==> src/verilog/isa_pkg.sv <==
`default_nettype none

// instruction set encoding of the 16-bit serial cpu as seen by the decoder
package isa_pkg;

	// register index, top bit set selects a special register
	localparam int NR_BITS = 4;

	// special register 0 is the stack pointer
	localparam logic [NR_BITS-1:0] REG_SP = 4'b1000;

	// condition code that turns a branch into a call
	localparam logic [3:0] CC_CALL = 4'd15;

	// {m, d, z} patterns of the general format
	// 100 (r, s)  101 (r, imm6)  110 (d, r)  111 (d, r)b / shift
	// 00x (r, zp)  01x (zp, r)
	localparam logic [2:0] MDZ_IMM6  = 3'b101;
	localparam logic [2:0] MDZ_SHIFT = 3'b111;

	// aaa of the alu group that means cmp (d=0) or test (d=1)
	localparam logic [2:0] AAA_CMPTEST = 3'b111;

	// shift_op value for shl
	localparam logic [2:0] SHIFT_SHL = 3'b110;

	// general format
	// 1eaaamrrdziiiiii  r8 binop/shift
	// 01aaamrrdziiiiii  r16 binop/shift
	// 001gomrrdziiiiii  r8 mov/shift/swap
	// 0001omrrdziiiiii  r16 mov/shift/swap
	typedef struct packed {
		logic       b8;
		logic       e;
		logic [2:0] aaa;
		logic       m;
		logic [1:0] rr;
		logic       d;
		logic       z;
		logic [5:0] imm6;
	} inst_gen_t;

	// branch format
	// 0000ccccbbbbbbbb
	typedef struct packed {
		logic [3:0] prefix;
		logic [3:0] cccc;
		logic [7:0] disp8;
	} inst_br_t;

	// one instruction word, read through either format
	typedef union packed {
		inst_gen_t gen;
		inst_br_t  br;
	} inst_u;

	// jumps are carried by the mov class
	typedef enum logic [1:0] {
		class_alu,
		class_mov,
		class_swap,
		class_shift
	} inst_class_e;

endpackage

`default_nettype wire

==> src/verilog/uop_pkg.sv <==
`default_nettype none

// micro-operation control word and the stage records passed down the decoder
package uop_pkg;
	import isa_pkg::*;

	// bit 2 clear means an add-type op that drives the carry
	localparam int OP_BIT_NADD = 2;

	typedef enum logic [2:0] {
		op_add, op_sub, op_adc, op_sbc,
		op_and, op_or, op_xor, op_mov
	} op_e;

	typedef enum logic [2:0] {
		src_reg, src_mem, src_imm2, src_imm6, src_imm7, src_imm8, src_imm16
	} src_e;

	typedef enum logic [1:0] {dest_reg, dest_mem, dest_pc, dest_imm8} dest_e;

	typedef enum logic {addr_add, addr_mov} addr_op_e;

	// class decode result
	typedef struct packed {
		inst_class_e        cls;
		logic               wide;
		logic [NR_BITS-1:0] r;
		logic [2:0]         shift_op;
		logic               use_zp, use_imm8, branch, jump, src1_from_pc;
		logic               cmptest, alt_op_available, effective_d, pre_step;
		inst_u              inst;
	} class_info_t;

	// second operand decode result
	typedef struct packed {
		class_info_t        cls_info;
		src_e               src;
		logic               wide2, src_sext2;
		src_e               addr_src;
		addr_op_e           addr_op;
		logic [NR_BITS-1:0] addr_reg1, addr_reg2;
		logic               addr_src_sext2;
		logic               autoincdec, autoincdec_dir, autoincdec_update;
		logic [NR_BITS-1:0] arg2_reg;
		logic               arg2_pure_reg, no_flag_updates, long_inst;
	} operand_info_t;

	// decoded micro-operation
	typedef struct packed {
		op_e                op;
		dest_e              dest;
		src_e               src;
		logic [NR_BITS-1:0] reg_dest, reg_src;
		logic               wide, wide2, src_sext2, src1_from_pc, src1_zero;
		addr_op_e           addr_op;
		src_e               addr_src;
		logic [NR_BITS-1:0] addr_reg1, addr_reg2;
		logic               addr_wide2, autoincdec, addr_just_reg1;
		logic [1:0]         imm2_value;
		logic               update_dest, force_reverse_args, invert_src2;
		logic               update_carry_flags, update_other_flags, no_flag_updates;
		logic               use_cc;
		logic [3:0]         cc;
		logic               use_rotate, rotate_only, use_shr, use_sar, use_shl;
		logic [3:0]         rotate_count;
		logic               do_swap, pre_step;
	} uop_t;

endpackage

`default_nettype wire

==> src/verilog/inst_issue.sv <==
`timescale 1ns/10ps
`default_nettype none

// issue stage, takes instruction words and splits calls into a push step and a jump step
module inst_issue import isa_pkg::*; (
	input  logic  clk,
	input  logic  rst_n,
	input  logic  inst_valid,
	input  inst_u inst,
	output logic  inst_done,
	output logic  issue_valid,
	output inst_u issue_word,
	output logic  issue_pre
);
	// set after the push step went out, cleared when the jump goes
	logic step;
	logic branch_call;
	logic jump_call;
	logic pre;

	// 0000 1111 disp8
	assign branch_call = (inst.br.prefix == 4'b0000) && (inst.br.cccc == CC_CALL);

	// 0010000001iiiiii, call src
	assign jump_call = !inst.gen.b8 && !inst.gen.e && (inst.gen.aaa == 3'b100) &&
		!inst.gen.m && (inst.gen.rr == 2'b00) && !inst.gen.d && inst.gen.z;

	// push pc+n first, the word stays at the input
	assign pre = inst_valid && (branch_call || jump_call) && !step;

	// word is consumed only by the main step
	assign inst_done = inst_valid && !pre;

	always_ff @(posedge clk or negedge rst_n) begin
		if (!rst_n) begin
			step <= 1'b0;
			issue_valid <= 1'b0;
			issue_pre <= 1'b0;
		end else begin
			if (inst_done) begin
				step <= 1'b0;
			end else if (pre) begin
				step <= 1'b1;
			end
			// one step per valid cycle
			issue_valid <= inst_valid;
			issue_pre <= pre;
		end
	end

	always_ff @(posedge clk) begin
		if (inst_valid) begin
			issue_word <= inst;
		end
	end

	// the jump step decodes the same call word as the push step
	a_call_word_held: assert property (
		@(posedge clk) disable iff (!rst_n) pre |=> inst_valid && $stable(inst)
	);

	// relies on the source holding the call word until inst_done
	a_step_single: assert property (
		@(posedge clk) disable iff (!rst_n) step |=> !step
	);

endmodule

`default_nettype wire

==> src/verilog/class_decode.sv <==
`timescale 1ns/10ps
`default_nettype none

// class decode stage, splits the word into fields and finds class, width and jump info
module class_decode import isa_pkg::*, uop_pkg::*; (
	input  logic        clk,
	input  logic        rst_n,
	input  logic        issue_valid,
	input  inst_u       issue_word,
	input  logic        issue_pre,
	output logic        cls_valid,
	output class_info_t cls_info
);
	inst_gen_t   g;
	logic [2:0]  mdz;
	class_info_t info;

	assign g = issue_word.gen;
	assign mdz = {g.m, g.d, g.z};

	always_comb begin
		info = '0;
		info.inst = issue_word;
		info.pre_step = issue_pre;
		info.cls = class_mov;
		info.use_zp = !g.m;
		info.effective_d = g.d;

		if (g.b8 || g.e) begin
			// binop / shift group
			info.wide = !g.b8;
			info.cls = (mdz == MDZ_SHIFT) ? class_shift : class_alu;
			// odd byte register only in the r8 form
			info.r = {1'b0, g.rr, g.e & g.b8};
			info.shift_op = g.aaa;
			info.cmptest = (g.aaa == AAA_CMPTEST);
			info.alt_op_available = !info.cmptest && (mdz != MDZ_SHIFT);
			// shifts and cmp/test never write back through d
			if (info.cmptest || mdz == MDZ_SHIFT) begin
				info.effective_d = 1'b0;
			end
		end else if (g.aaa[2] || g.aaa[1]) begin
			// mov/swap/shift group
			info.wide = !g.aaa[2];
			info.r = {1'b0, g.rr, g.aaa[1] & g.aaa[2]};
			// imm6[3:0] holds the shift count
			info.shift_op = {g.imm6[5:4], 1'b0};
			if (!g.aaa[0]) begin
				// mov r, imm8
				if (g.m) begin
					info.use_imm8 = 1'b1;
					info.effective_d = 1'b0;
				end
				// jumps sit on rr=0, other rr are left as plain moves
				if (!g.m && !g.d && g.rr == 2'b00) begin
					info.jump = !issue_pre;
					if (!info.wide) begin
						// jump/call src, target is always 16 bits
						info.wide = 1'b1;
						info.use_zp = 1'b0;
						// push step adds to pc
						info.src1_from_pc = issue_pre;
					end
				end
				if (!g.m && g.d) begin
					info.cls = class_swap;
				end
			end else begin
				// odd group, shift on (r, imm6), swap on (d, r)b
				if (mdz == MDZ_IMM6) begin
					info.cls = class_shift;
				end
				if (mdz == MDZ_SHIFT) begin
					info.cls = class_swap;
				end
				info.alt_op_available = (info.cls == class_mov);
			end
		end else begin
			// branch, pc + sext disp8
			info.wide = 1'b1;
			info.branch = 1'b1;
			info.src1_from_pc = 1'b1;
			info.use_imm8 = 1'b1;
			info.effective_d = 1'b0;
		end
	end

	always_ff @(posedge clk or negedge rst_n) begin
		if (!rst_n) begin
			cls_valid <= 1'b0;
		end else begin
			cls_valid <= issue_valid;
		end
	end

	always_ff @(posedge clk) begin
		cls_info <= info;
	end

endmodule

`default_nettype wire

==> src/verilog/operand_decode.sv <==
`timescale 1ns/10ps
`default_nettype none

// operand decode stage, turns the second-operand mode into source and address controls
module operand_decode import isa_pkg::*, uop_pkg::*; (
	input  logic          clk,
	input  logic          rst_n,
	input  logic          cls_valid,
	input  class_info_t   cls_info,
	output logic          opd_valid,
	output operand_info_t opd_info
);
	inst_gen_t     g;
	logic [2:0]    mdz;
	logic          push;
	operand_info_t o;

	assign g = cls_info.inst.gen;
	assign mdz = {g.m, g.d, g.z};
	// push pc+n step
	assign push = cls_info.pre_step;

	always_comb begin
		o = '0;
		o.cls_info = cls_info;
		o.src = src_reg;
		o.addr_src = src_reg;
		o.addr_op = addr_add;
		o.wide2 = cls_info.wide;
		o.arg2_reg = {1'b0, g.imm6[2:0]};
		o.addr_reg2 = {1'b0, g.imm6[2:0]};
		// imm16 or [imm16]
		o.long_inst = !cls_info.branch && (g.imm6[5:2] == 4'b0000) && g.imm6[0];

		if (cls_info.use_imm8 && !push) begin
			o.src = src_imm8;
			o.wide2 = 1'b0;
			o.src_sext2 = 1'b1;
		end else if (cls_info.use_zp && !push) begin
			// zero page
			o.src = src_mem;
			o.addr_op = addr_mov;
			o.addr_src = src_imm7;
		end else if (mdz == MDZ_IMM6 && !push) begin
			o.src = src_imm6;
			o.wide2 = 1'b0;
			o.src_sext2 = 1'b1;
		end else if (g.imm6[5] || push) begin
			// 1RRrrr [r16 + r8], push goes through here as [--sp]
			o.src = push ? src_imm2 : src_mem;
			o.addr_reg1 = push ? REG_SP : {1'b0, g.imm6[4:3], 1'b0};
			// r8 inside the base pair means auto inc/dec instead
			o.autoincdec = (o.addr_reg1[2:1] == o.addr_reg2[2:1]) || push;
			o.autoincdec_update = o.autoincdec;
			// 1 = decrement
			o.autoincdec_dir = g.imm6[0] || push;
			o.addr_src = o.autoincdec ? src_imm2 : src_reg;
			o.addr_src_sext2 = o.autoincdec;
		end else if (g.imm6[4]) begin
			// 01RRii [r16 + imm2]
			o.src = src_mem;
			o.addr_reg1 = {1'b0, g.imm6[3:2], 1'b0};
			o.addr_src = src_imm2;
		end else if (g.imm6[3] || !g.imm6[0]) begin
			o.src = src_reg;
			if (!cls_info.wide && !g.imm6[3]) begin
				// 000rr0 special register in byte ops
				o.arg2_reg[NR_BITS-1] = 1'b1;
				// writing a special reg, flags included, leaves flags alone
				o.no_flag_updates = cls_info.effective_d;
			end else begin
				// 001rrr r8, 000rr0 r16
				o.wide2 = !g.imm6[3];
				// d picks sign or zero extension
				o.src_sext2 = !g.d || cls_info.cmptest;
				o.arg2_pure_reg = !cls_info.wide || !g.imm6[3];
			end
		end else begin
			// 000xy1
			case (g.imm6[2:1])
				2'd0: begin
					o.src = src_imm16;
				end
				2'd1: begin
					// [imm16]
					o.src = src_mem;
					o.addr_src = src_imm16;
					o.addr_op = addr_mov;
				end
				2'd2: begin
					// push/pop/[sp]
					o.src = src_mem;
					o.addr_src = src_imm2;
					o.addr_reg1 = REG_SP;
					o.addr_src_sext2 = 1'b1;
					o.autoincdec = 1'b1;
					// rmw ops just touch [sp] and leave sp as is
					o.autoincdec_update = (cls_info.cls == class_mov) || !cls_info.effective_d;
					o.autoincdec_dir = cls_info.effective_d && o.autoincdec_update;
				end
				default: begin
					o.src = src_reg;
					o.arg2_reg = REG_SP;
				end
			endcase
		end
		// rotate keeps the width of the destination
		if (cls_info.cls == class_shift) begin
			o.wide2 = cls_info.wide;
		end
	end

	always_ff @(posedge clk or negedge rst_n) begin
		if (!rst_n) begin
			opd_valid <= 1'b0;
		end else begin
			opd_valid <= cls_valid;
		end
	end

	always_ff @(posedge clk) begin
		opd_info <= o;
	end

	// branch target is always pc + disp8, never an inline word
	a_branch_no_imm16: assert property (
		@(posedge clk) disable iff (!rst_n)
		opd_valid && opd_info.cls_info.branch |-> opd_info.src != src_imm16
	);

endmodule

`default_nettype wire

==> src/verilog/uop_build.sv <==
`timescale 1ns/10ps
`default_nettype none

// micro-op build stage, picks op, destination, swap, flags and shift controls
module uop_build import isa_pkg::*, uop_pkg::*; (
	input  logic          clk,
	input  logic          rst_n,
	input  logic          opd_valid,
	input  operand_info_t opd_info,
	output logic          uop_valid,
	output uop_t          uop
);
	class_info_t ci;
	inst_gen_t   g;
	op_e         binop;
	logic        cmp, test, special_reg2, use_alt_op, sub_or_sbc, swap_args;
	logic        use_rotate, use_shr, use_sar, use_shl, use_rol, rcount_msb_mask;
	uop_t        u;

	assign ci = opd_info.cls_info;
	assign g = ci.inst.gen;
	assign binop = op_e'(g.aaa);

	assign cmp = ci.cmptest && !g.d;
	assign test = ci.cmptest && g.d;
	assign special_reg2 = opd_info.arg2_reg[NR_BITS-1];
	// alternate op only between plain registers written through d
	assign use_alt_op = ci.alt_op_available && !special_reg2 && opd_info.arg2_pure_reg && g.d;
	assign sub_or_sbc = (ci.cls == class_alu) && (binop == op_sub || binop == op_sbc);
	// both args are registers here
	assign swap_args = special_reg2 && ci.effective_d && (ci.cls != class_shift);

	// shift decode
	assign use_rotate = (ci.cls == class_shift);
	assign use_shr = (ci.shift_op[2:1] == 2'b10);
	assign use_sar = (ci.shift_op[2:1] == 2'b01);
	assign use_shl = (ci.shift_op == SHIFT_SHL);
	assign use_rol = use_rotate && (ci.shift_op[0] || use_shl);
	// sar/shr may shift a byte by 8 or more to get pure sign/zero
	assign rcount_msb_mask = !(use_rotate && !ci.wide && !(use_sar || use_shr));

	always_comb begin
		u = '0;
		if (ci.branch || ci.src1_from_pc) begin
			u.op = op_add;
		end else if (use_rol || cmp) begin
			u.op = op_sub;
		end else if (test) begin
			u.op = op_and;
		end else begin
			u.op = (ci.cls == class_alu) ? binop : op_mov;
		end

		if ((ci.branch || ci.jump) && !ci.pre_step) begin
			u.dest = dest_pc;
		end else if (use_rotate) begin
			u.dest = dest_imm8;
		end else if ((ci.effective_d && opd_info.src == src_mem) || ci.pre_step) begin
			u.dest = dest_mem;
		end else begin
			u.dest = dest_reg;
		end

		u.src = opd_info.src;
		u.reg_dest = swap_args ? opd_info.arg2_reg : ci.r;
		u.reg_src = swap_args ? ci.r : opd_info.arg2_reg;
		u.wide = ci.wide;
		u.wide2 = opd_info.wide2;
		u.src_sext2 = opd_info.src_sext2;
		u.src1_from_pc = ci.src1_from_pc;
		// rol runs as 0 - x through the rotator
		u.src1_zero = use_rol;

		u.addr_op = opd_info.addr_op;
		u.addr_src = opd_info.addr_src;
		u.addr_reg1 = opd_info.addr_reg1;
		u.addr_reg2 = opd_info.addr_reg2;
		u.addr_wide2 = (opd_info.addr_src == src_imm16);
		u.autoincdec = opd_info.autoincdec_update;
		// post-increment reads the unmodified pointer
		u.addr_just_reg1 = opd_info.autoincdec && !opd_info.autoincdec_dir;
		// pc words to step over for the pushed return address
		u.imm2_value = opd_info.long_inst ? 2'd2 : 2'd1;

		u.update_dest = !ci.cmptest;
		// sub r, imm6 and the alternate sub run reversed
		u.force_reverse_args = sub_or_sbc && ({g.m, g.d, g.z} == MDZ_IMM6 || use_alt_op);
		u.invert_src2 = use_alt_op && !sub_or_sbc;
		u.update_carry_flags = (ci.cls == class_alu) && (cmp || !binop[OP_BIT_NADD]);
		u.update_other_flags = (ci.cls == class_alu);
		u.no_flag_updates = opd_info.no_flag_updates;

		u.use_cc = ci.branch;
		u.cc = ci.inst.br.cccc;

		u.use_rotate = use_rotate;
		// d=0 is the plain rotate form
		u.rotate_only = use_rotate && !g.d;
		u.use_shr = use_shr;
		u.use_sar = use_sar;
		u.use_shl = use_shl;
		u.rotate_count = {g.imm6[3] & rcount_msb_mask, g.imm6[2:0]};

		u.do_swap = (ci.cls == class_swap);
		u.pre_step = ci.pre_step;
	end

	always_ff @(posedge clk or negedge rst_n) begin
		if (!rst_n) begin
			uop_valid <= 1'b0;
		end else begin
			uop_valid <= opd_valid;
		end
	end

	always_ff @(posedge clk) begin
		uop <= u;
	end

endmodule

`default_nettype wire

==> src/verilog/inst_decoder.sv <==
`timescale 1ns/10ps
`default_nettype none

// four-stage pipelined instruction decoder, one micro-op per cycle
module inst_decoder import isa_pkg::*, uop_pkg::*; (
	input  logic  clk,
	input  logic  rst_n,
	input  logic  inst_valid,
	input  inst_u inst,
	output logic  inst_done,
	output logic  uop_valid,
	output uop_t  uop
);
	// issue -> class decode
	logic          issue_valid;
	inst_u         issue_word;
	logic          issue_pre;
	// class decode -> operand decode
	logic          cls_valid;
	class_info_t   cls_info;
	// operand decode -> build
	logic          opd_valid;
	operand_info_t opd_info;

	inst_issue u_issue (
		.clk(clk), .rst_n(rst_n),
		.inst_valid(inst_valid), .inst(inst), .inst_done(inst_done),
		.issue_valid(issue_valid), .issue_word(issue_word), .issue_pre(issue_pre)
	);

	class_decode u_class (
		.clk(clk), .rst_n(rst_n),
		.issue_valid(issue_valid), .issue_word(issue_word), .issue_pre(issue_pre),
		.cls_valid(cls_valid), .cls_info(cls_info)
	);

	operand_decode u_operand (
		.clk(clk), .rst_n(rst_n),
		.cls_valid(cls_valid), .cls_info(cls_info),
		.opd_valid(opd_valid), .opd_info(opd_info)
	);

	uop_build u_build (
		.clk(clk), .rst_n(rst_n),
		.opd_valid(opd_valid), .opd_info(opd_info),
		.uop_valid(uop_valid), .uop(uop)
	);

endmodule

`default_nettype wire

==> config.mk <==
export PLATFORM = sky130hd
export DESIGN_NAME = inst_decoder
export DESIGN_NICKNAME = d
export VERILOG_FILES = /design/src/verilog/isa_pkg.sv /design/src/verilog/uop_pkg.sv /design/src/verilog/inst_issue.sv /design/src/verilog/class_decode.sv /design/src/verilog/operand_decode.sv /design/src/verilog/uop_build.sv /design/src/verilog/inst_decoder.sv
export SDC_FILE = /design/constraint.sdc
export NUM_CORES = 1
export LEC_CHECK = 0
export BUFFER_PORTS_ARGS = -buffer_cell sky130_fd_sc_hd__buf_2
export CORE_MARGIN = 4
export CORE_UTILIZATION = 55
export DETAILED_ROUTE_END_ITERATION = 8
export PLACE_DENSITY = 0.84
export SETUP_SLACK_MARGIN = 0.05
export SLEW_MARGIN = 25
export SYNTH_ARGS = -nofsm -noshare
export SYNTH_HDL_FRONTEND = slang
export SYNTH_HIERARCHICAL = 1
export SYNTH_SLANG_ARGS = --single-unit
==> constraint.sdc <==
create_clock -name clk -period 1.7 [get_ports clk]
set_clock_uncertainty 0.05 [all_clocks]
set_input_delay 0 -clock clk [delete_from_list [all_inputs] [get_ports clk]]
set_output_delay 0 -clock clk [all_outputs]
set_load 0.02 [all_outputs]
After elaboration in Yosys (flattened, before gate mapping)
Index checks and enable logic that the tools add are counted.
- eq/ne operators: 24
- mux-type cells: 87
- bitwise operators: 7
- reduce and logical (&&, ||, !) cells: 106
- operators by type and width (cell ; count):
    2-bit two-way mux ; 23
    1-bit logical AND ; 39
    3-bit two-way mux ; 12
    4-bit two-way mux ; 8
    1-bit two-way mux ; 31
    5-bit two-way mux ; 6
    1-bit logical NOT ; 29
    3-bit == test, second input constant ; 8
    1-bit logical OR ; 20
    8-bit two-way mux ; 2
    7-bit OR reduction ; 2
    3-bit one-hot mux with 2 select lines ; 2
    2-bit == test, second input constant ; 5
    10-bit two-way mux ; 1
    9-bit two-way mux ; 1
    3-bit OR reduction ; 3
    2-bit by 1-bit == test with 1-bit output, second input constant ; 4
    2-bit logical NOT ; 4
    4-bit logical NOT ; 2
    2-bit OR reduction ; 4
    7-bit two-way mux ; 1
    3-bit by 1-bit == test with 1-bit output, second input constant ; 2
    5-bit OR reduction ; 1
    4-bit == test, second input constant ; 1
    other kinds (8) ; 13
- register bits: 171
- input port bits: 19
- output and inout bits: 62
- word-level logic and storage cells: 313

Longest topological paths before layout
Gate-level depths: netlist (run 1).
- depth in word-level cells: 13
- depth in mapped cells: 5
- depth with buffers taken out: 5

Cells and area by module
Netlist (run 1), hierarchy kept.
- modules (own cells, without submodules) (module ; times used ; cells each ; area each (um2)):
    operand_decode ; 1 ; 141 ; 1705.4
    uop_build ; 1 ; 111 ; 1566.5
    class_decode ; 1 ; 85 ; 968.4
    inst_issue ; 1 ; 30 ; 636.9

Least setup slack after synthesis (run 1)
OpenSTA, ideal clock, no wires.
- kind: register to register
- from: register, netlist name u_class/cls_info[3]
- to: register, netlist name u_operand/opd_info[4]
- arrival: 1.210 ns
- required time: 1.529 ns
- path slack: 0.320 ns
- cell stages (with the launch flop): 6
- buffers on the path: 1
- cells stage by stage: dfxtp_1 buf_4 nor3b_4 nand2_1 nor2_1 mux2_2

Final worst setup path (run 1)
- from: register u_issue.step
- to: output inst_done
- cells in the longest elaborated chain, start to end: 4
- RTL lines (what ; RTL line ; RTL):
    from (decl) ; inst_issue.sv:16 ; logic step;
    from (signal assigned) ; inst_issue.sv:36 ; step <= 1'b0;
    from (signal assigned) ; inst_issue.sv:41 ; step <= 1'b0;
    from (signal assigned) ; inst_issue.sv:43 ; step <= 1'b1;
    1-bit logical NOT ; inst_issue.sv:29 ; assign pre = inst_valid && (branch_call || jump_call) && !step;
    1-bit logical AND ; inst_issue.sv:29 ;
    1-bit logical NOT ; inst_issue.sv:32 ; assign inst_done = inst_valid && !pre;
    1-bit logical AND ; inst_issue.sv:32 ;
    to (decl) ; inst_decoder.sv:10 ; output logic inst_done,
No other way between the ends.

==> results of run 1 <==
state kept, by name (all words and copies together), names as in the netlist:
| signal | cells |
|---|---|
| u_issue/issue_valid | 1 |
| u_issue/issue_word | 16 |
| u_class/cls_info | 32 |
| u_build/uop_valid | 1 |
| u_build/uop | 60 |
| u_operand/opd_valid | 1 |
| u_class/cls_valid | 1 |
| u_issue/step | 1 |
| u_operand/opd_info | 49 |
| u_issue/issue_pre | 1 |
repair_timing:
item                                   CTS  global route
buffers inserted                         2             2
setup endpoints to repair                1             2
hold buffers                            19             0
gates resized for setup                  1             1
endpoints found under the hold margin   41             0
per-layer routing:
metal / share of wire, % / wire length [µm]
met4: 2.9 / 241
met2: 51 / 4270
met3: 7.9 / 666
met1: 39 / 3260
met5: 0 / 0
report_power, final:
group          internal [mW]  total (mW)  switching, mW
combinational          0.253       0.641          0.388
clock                   1.92        3.46           1.54
sequential              4.19        4.35          0.163
total                   6.37        8.46           2.09
cell type report:
class | instances | area, µm² | area share (%)
multi-input combinational | 168 | 1120 | 18.8
clock inverter | 14 | 116 | 1.95
timing repair buffer | 107 | 651 | 10.9
sequential | 163 | 3450 | 57.8
tap | 105 | 131 | 2.20
inverter | 16 | 60.1 | 1.01
clock buffer | 18 | 439 | 7.35
worst max-delay path by stage:
stage	startpoint	endpoint	slack [ns]	cells past startpoint
5_1_grt	u_issue/step	inst_done	-0.02	5
3_3_place_gp	u_class/cls_info[3]	u_operand/opd_info[5]	0.28	4
2_1_floorplan	u_class/cls_info[3]	u_operand/opd_info[4]	0.32	5
6_report	u_issue/step	inst_done	0.04	5
3_5_place_dp	u_class/cls_info[16]	u_operand/opd_info[4]	0.21	3
4_1_cts	u_issue/step	inst_done	0.06	5
per-stage QoR:
stage               setup WS, ns  setup TNS (ns)
detailed placement         0.208               0
global route             -0.0205         -0.0205
finish                    0.0423               0
global placement           0.279               0
floorplan                  0.320               0
CTS                       0.0556               0
==> metrics.md, run 1 <==
| Metric | Value |
|---|---|
| Chip Height | 101 µm |
| GR Util met1 | 20.2% |
| Placed Instances | 536 |
| Outcome | complete, no violations |
| Slowest-stage cell, CP | dfrtp_1 |
| Core area | 8260 µm² |
| M3 GR Usage | 5.33% |
| Post-layout nets | 500 |
| Total power | 8.46 mW |
| Design Area, Final | 5970 µm² |
| Later-pin clock latency in the skew report | 0.52 ns |
| Initial Utilization | 57.0% |
| Pwr Density | 1420 nW/µm² |
| Worst setup SP type | flop |
| Area post-placement | 5190 µm² |
| RR Startpoint | u_class/cls_info[3] |
| Width of the die | 101 µm |
| Largest net degree at the start of global routing | 20 |
| Routed len/inst | 14.3 µm |
| Max-slew violations | 0 |
| Residual DRC | 0 |
| Post-route ant nets | 0 |
| Number of diodes | 0 |
| Hold Crit Depth | 2 |
| Unrepaired setup endpoints after global routing | true |
| Setup violators final | 0 |
| Maximum vdd ir drop | 0.000687 V |
| Max Root-Sink Buffers | 2 |
| Reg-to-reg critical path endpoint | u_operand/opd_info[4] |
| Cell Area, Synth | 4710 µm² |
| Post-Layout Cell Count | 591 |
| Drt pass-1 iters | 5 |
| Ports | 81 |
| Num CTS Buffers | 17 |
| Syn_area_per_cell | 13.2 µm² |
| Crit path arrival time | 1.61 ns |
| Global route hottest layer | met2 |
| Detailed Route WL | 8.44 mm |
| Layout area overhead | 26.8% |
| Initial DRC Count | 181 |
| CP bufs+invs | 1 |
| Fmax | 603 MHz |
| Final period util | 97.5% |
| Worst Path Required | 1.65 ns |
| Worst hold path type | in -> reg |
| Leakage power total | 2.65 nW |
| Share of post-route cells with drive strength above 1 | 28.4% |
| Ys Warns | 6 |
| WS Path Type | reg -> out |
| First-pass GRT wire length | 13.6 mm |
| Hold path start | inst[3] |
| Gr usage total | 17.8% |
| CTS tree | built |
| Min Hold Slack | 0.134 ns |
| Port Buf Inserts | 80 |
| Commonest non-fill, non-tap cell in the layout | dfxtp_1 |
| Fin crit period | 1.66 ns |
| GPL Wtd Cong | 0.870 |
| H-Tree Depth | 4 |
| WHS Endpoint | u_issue/issue_word[3] |
| Final Util | 72.3% |
| Post-synthesis cell count | 358 |
| Vias | 2963 |
| GRT met2 Usage | 29.2% |
| Post-DP HPWL | 5.74 mm |
| Final Hold Vio Count | 0 |
| CP top delay family | simple AND/OR/NAND/NOR gates |
| Avg Vias per Cell | 5.01 |
| Worst r2r path cells | 4 |
| Commonest cells after routing, fill and taps aside | dfxtp_1 (140), buf_2 (80), nand2_1 (21) |
| CP max stage delay | 0.40 ns |
| # rows | 33 |
| Root buf cell | clkbuf_8 |
| R2R setup slack | 0.19 ns |
| Vias in the first global route | 2930 |
| Crit Path Max Fanout | 2 |
| Overflow after GRT | 0 |
| Fillers | 543 |
| Cells along the critical path | nand2b_4 > nor4_4 > o21ai_2 > and2_1 > buf_2 |
| Antenna violations before repair | 0 |
| Reg clk slew, reported paths | 0.07 ns |
| Max Cap Violations | 0 |
| Clock Sinks | 163 |
| Critical Path End Type | output port |
| Die area | 10100 µm² |
Power figures use the tool's default switching activity.
==> run 2: changes to the inputs <==
- CELL_PAD_IN_SITES_DETAIL_PLACEMENT: default -> 2
- CELL_PAD_IN_SITES_GLOBAL_PLACEMENT: default -> 2
- CORE_UTILIZATION: 55 -> 37
- PLACE_DENSITY: 0.84 -> 0.83
==> metrics.md, run 2 (same netlist as run 1, synthesis figures left out) <==
| Metric | Value |
|---|---|
| Width of the die | 121 µm |
| First-pass GRT wire length | 20.0 mm |
| Leakage power total | 2.66 nW |
| Net Sw Power | 2.09 mW |
| Crit Path Max Fanout | 3 |
| Layout area overhead | 28.9% |
| Reg-to-reg critical path endpoint | u_operand/opd_info[4] |
| Port Buf Inserts | 80 |
| Total power | 8.82 mW |
| Largest registers | u_build/uop (60), u_operand/opd_info (49), u_class/cls_info (32) |
| Worst Setup SP | u_issue/step |
| Num CTS Buffers | 17 |
| Overflow after GRT | 0 |
| Largest register by flop count | u_build/uop |
| Gate power share | 8.1% |
| Vias | 3075 |
| Final TNS setup | 0 ns |
| Clock power frac | 42.3% |
| Worst setup SP type | flop |
| Routed len/inst | 19.6 µm |
| Critical Path End Type | output port |
| Avg Vias per Cell | 4.72 |
| Drt pass-1 iters | 4 |
| Share of post-route cells with drive strength above 1 | 27.5% |
| Pwr Density | 1450 nW/µm² |
| P_int | 6.73 mW |
| Flop pwr share | 49.6% |
| Commonest non-fill, non-tap cell in the layout | dfxtp_1 |
| Reg clk slew, reported paths | 0.06 ns |
| RR Startpoint | u_class/cls_info[4] |
| Unrepaired setup endpoints after global routing | true |
| Setup violators final | 0 |
| CTS tree | built |
| Worst Setup EP | inst_done |
| Detailed Route WL | 12.7 mm |
| Final period util | 94.0% |
| Post-layout nets | 498 |
| Root buf cell | clkbuf_16 |
| Commonest cells after routing, fill and taps aside | dfxtp_1 (140), buf_2 (77), nand2_1 (21) |
| Max reg flops | 60 |
| Die area | 14600 µm² |
| Fillers | 1220 |
| Fmax | 626 MHz |
| Fin crit period | 1.60 ns |
| Min Hold Slack | 0.243 ns |
| Post-route ant nets | 0 |
| Final Hold Vio Count | 0 |
| Ports | 81 |
| Slowest-stage cell, CP | dfrtp_1 |
| Antenna violations before repair | 0 |
| # rows | 40 |
| Core area | 12200 µm² |
| WS Path Type | reg -> out |
| Design Area, Final | 6070 µm² |
| Worst hold path type | in -> reg |
| Maximum vdd ir drop | 0.000706 V |
| Outcome | complete, no violations |
| Cells along the critical path | nand2b_1 > nor4_4 > o21ai_2 > and2_1 > buf_4 |
| Residual DRC | 0 |
| Area post-placement | 5290 µm² |
| Max Cap Violations | 0 |
| Post-DP HPWL | 8.35 mm |
| Worst r2r path cells | 4 |
| H-Tree Depth | 4 |
| Sw frac | 23.7% |
| Initial DRC Count | 180 |
| R2R setup slack | 0.14 ns |
| Largest net degree at the start of global routing | 20 |
| Max Root-Sink Buffers | 2 |
| Number of diodes | 0 |
| GPL Wtd Cong | 0.805 |
| Vias in the first global route | 3482 |
| Crit path arrival time | 1.55 ns |
| Later-pin clock latency in the skew report | 0.42 ns |
| Initial Utilization | 38.6% |
| Gr usage total | 18.5% |
| Clock Sinks | 163 |
| CP max stage delay | 0.38 ns |
| Max-slew violations | 0 |
| Worst Path Required | 1.65 ns |
| Chip Height | 121 µm |
## run 2: critical path, delay by kind of cell (launching register included)
kind	cells	cell delay, ns
compound gates	1	0.10
buf+inv	1	0.15
flops	1	0.38
simple gates	3	0.50
## run 2: how the worst min path moves through the flow
stage	from	end	slack [ns]	cells past startpoint
after floorplan	rst_n	u_build/uop_valid	-0.35	0
after global placement	rst_n	u_issue/issue_valid	-0.22	1
after detailed placement	rst_n	u_issue/issue_valid	-0.21	1
after CTS	inst[3]	u_issue/issue_word[3]	0.22	2
after global routing	inst[1]	u_issue/issue_word[1]	0.23	2
final	inst[2]	u_issue/issue_word[2]	0.24	2
## run 2: layout make-up
cell class              count  area, µm²  share of cell area (%)
clock buffers              23        478                    7.87
clock inverters             9        103                    1.69
flip-flops and latches    163       3460                    57.0
multi-input cells         168       1120                    18.4
repair buffers            105        643                    10.6
inverters                  16       60.1                   0.989
well taps                 168        210                    3.46
## run 2: stage by stage
stage          cells  utilization (%)  setup WS (ns)
3_5_place_dp     602             43.3          0.143
4_1_cts          653             49.6         0.0582
6_report         652             49.7          0.103
5_1_grt          652             49.7         0.0207
3_3_place_gp     602             43.3          0.296
2_1_floorplan    360                -          0.320
## run 2: power by group through the flow
stage	Sequential, mW	Clock (mW)	Combinational (mW)
floorplan	4.54	0	0.254
global placement	4.43	0	0.629
detailed placement	4.45	0	0.663
CTS	4.38	3.81	0.718
global route	4.41	4.01	0.773
finish	4.37	3.73	0.715
## run 2: repair_timing
action	in CTS	in global routing
setup endpoints to repair	3	2
buffers inserted	0	1
resized for setup	1	3
hold buffers	19	0
endpoints found under the hold margin	25	0
pin swaps	0	2
## run 2: metal layers
| layer | GRT usage, % | routed length [µm] | vias up |
|---|---|---|---|
| li1 | - | - | 1430 |
| met2 | 33.3 | 6900 | 85 |
| met3 | 5.57 | 527 | 22 |
| met4 | 7.58 | 327 | 0 |
| met5 | 0 | 0 | - |
| met1 | 20.1 | 4990 | 1538 |
==> run 3: changes to the inputs <==
- REMOVE_ABC_BUFFERS: default -> 1
==> metrics.md, run 3 (same netlist as run 1, synthesis figures left out) <==
| Metric | Value |
|---|---|
| Width of the die | 121 µm |
| Max Root-Sink Buffers | 2 |
| Clock Sinks | 163 |
| Fmax | 634 MHz |
| Vias in the first global route | 3490 |
| Initial DRC Count | 183 |
| Later-pin clock latency in the skew report | 0.42 ns |
| Unrepaired setup endpoints after global routing | true |
| Hold Crit Depth | 2 |
| Routed len/inst | 18.6 µm |
| Antenna violations before repair | 0 |
| Worst hold path type | in -> reg |
| Overflow after GRT | 0 |
| Vias | 3029 |
| Num CTS Buffers | 17 |
| Fin crit period | 1.58 ns |
| Initial Utilization | 38.6% |
| Crit Path Max Fanout | 6 |
| Root buf cell | clkbuf_16 |
| Worst Path Required | 2.00 ns |
| First-pass GRT wire length | 19.5 mm |
| Clock power frac | 44.6% |
| Share of post-route cells with drive strength above 1 | 28.5% |
| Fillers | 1196 |
| Crit path arrival time | 1.88 ns |
| Largest register by flop count | u_build/uop |
| Final period util | 92.7% |
| Pwr Density | 1490 nW/µm² |
| Core area | 12200 µm² |
| Final Hold Vio Count | 0 |
| Outcome | complete, no violations |
| Number of diodes | 0 |
| Gate power share | 7.6% |
| Setup violators final | 0 |
| Worst setup SP type | flop |
| Max reg flops | 60 |
| Maximum vdd ir drop | 0.000607 V |
| P_int | 7.04 mW |
| Post-route ant nets | 0 |
| Max Cap Violations | 0 |
| Port Buf Inserts | 80 |
| WS Path Type | reg -> reg |
| # rows | 40 |
| Max-slew violations | 0 |
| Post-layout nets | 498 |
| Leakage power total | 2.69 nW |
| Avg Vias per Cell | 4.65 |
| Drt pass-1 iters | 4 |
| H-Tree Depth | 4 |
| Residual DRC | 0 |
| Detailed Route WL | 12.1 mm |
| Total power | 9.17 mW |
| Flop pwr share | 47.8% |
| CTS tree | built |
| Net Sw Power | 2.13 mW |
| Reg clk slew, reported paths | 0.06 ns |
| Chip Height | 121 µm |
| Critical Path End Type | flop |
| Post-DP HPWL | 8.08 mm |
| Ports | 81 |
| Commonest cells after routing, fill and taps aside | dfxtp_1 (139), buf_2 (77), nand2_1 (21) |
| Die area | 14600 µm² |
| Worst r2r path cells | 4 |
| GPL Wtd Cong | 0.773 |
| Final TNS setup | 0 ns |
| Commonest non-fill, non-tap cell in the layout | dfxtp_1 |
| Gr usage total | 17.8% |
| Largest registers | u_build/uop (60), u_operand/opd_info (49), u_class/cls_info (32) |
| Largest net degree at the start of global routing | 20 |
| Sw frac | 23.3% |
| Layout area overhead | 30.5% |
==> run 3: per-stage QoR <==
| step | area, µm² | setup slack (ns) | std cells | hold slack [ns] | utilization, % |
|---|---|---|---|---|---|
| detailed placement | 5280 | 0.111 | 601 | -0.222 | 43.2 |
| global placement | 5280 | 0.267 | 601 | -0.226 | 43.2 |
| global route | 6150 | 0.0341 | 652 | 0.236 | 50.3 |
| finish | 6150 | 0.123 | 652 | 0.240 | 50.3 |
| floorplan | 4630 | 0.341 | 347 | -0.346 | - |
| CTS | 6120 | 0.0516 | 652 | 0.217 | 50.1 |
==> run 3: timing repair <==
item                                    CTS  global route
endpoints found under the hold margin    25             0
setup buffers                             0             2
pin swaps                                 1             2
endpoints found under the setup margin    2             9
resized for setup                         2             5
hold buffers                             19             0
==> run 3: final timing paths <==
check	start	endpoint	slack, ns
worst min register to register	u_class/cls_info[25]	u_operand/opd_info[53]	0.28
max in group asynchronous	rst_n	u_build/uop_valid	0.90
worst max-delay path	u_class/cls_info[4]	u_operand/opd_info[8]	0.12
min in group asynchronous	rst_n	u_issue/step	0.47
worst max register to register	u_class/cls_info[4]	u_operand/opd_info[8]	0.12
worst min-delay path	inst[0]	u_issue/issue_word[0]	0.24
==> run 3: critical path, cell delays in order (launching register included) <==
cell and delay, ns:
dfxtp_1 0.40, nor3b_4 0.32, nand3_2 0.18, or3_1 0.41, a21oi_2 0.14
==> run 3: cell type report <==
class | instances | area, µm² | share of cell area [%]
clock inverter | 11 | 173 | 2.81
inverter | 16 | 60.1 | 0.977
timing repair buffer | 105 | 643 | 10.5
tap | 168 | 210 | 3.42
sequential | 163 | 3460 | 56.2
clock buffer | 21 | 470 | 7.65
multi-input combinational | 168 | 1130 | 18.4
==> run 3: power by group through the flow <==
stage               Clock [mW]  Combinational [mW]  Sequential, mW
CTS                       4.16               0.697            4.39
global route              4.39               0.753            4.42
floorplan                    0               0.219            4.55
detailed placement           0               0.643            4.46
finish                    4.09               0.695            4.38
global placement             0               0.620            4.43
==> run 3: metal layers <==
| layer | share of wire (%) | vias to the layer above | global-route usage, % |
|---|---|---|---|
| met2 | 54 | 72 | 32.2 |
| met4 | 1.7 | 0 | 6.80 |
| met1 | 40 | 1503 | 20.1 |
| met3 | 4.1 | 21 | 4.40 |
| li1 | - | 1433 | - |
| met5 | 0 | - | 0 |
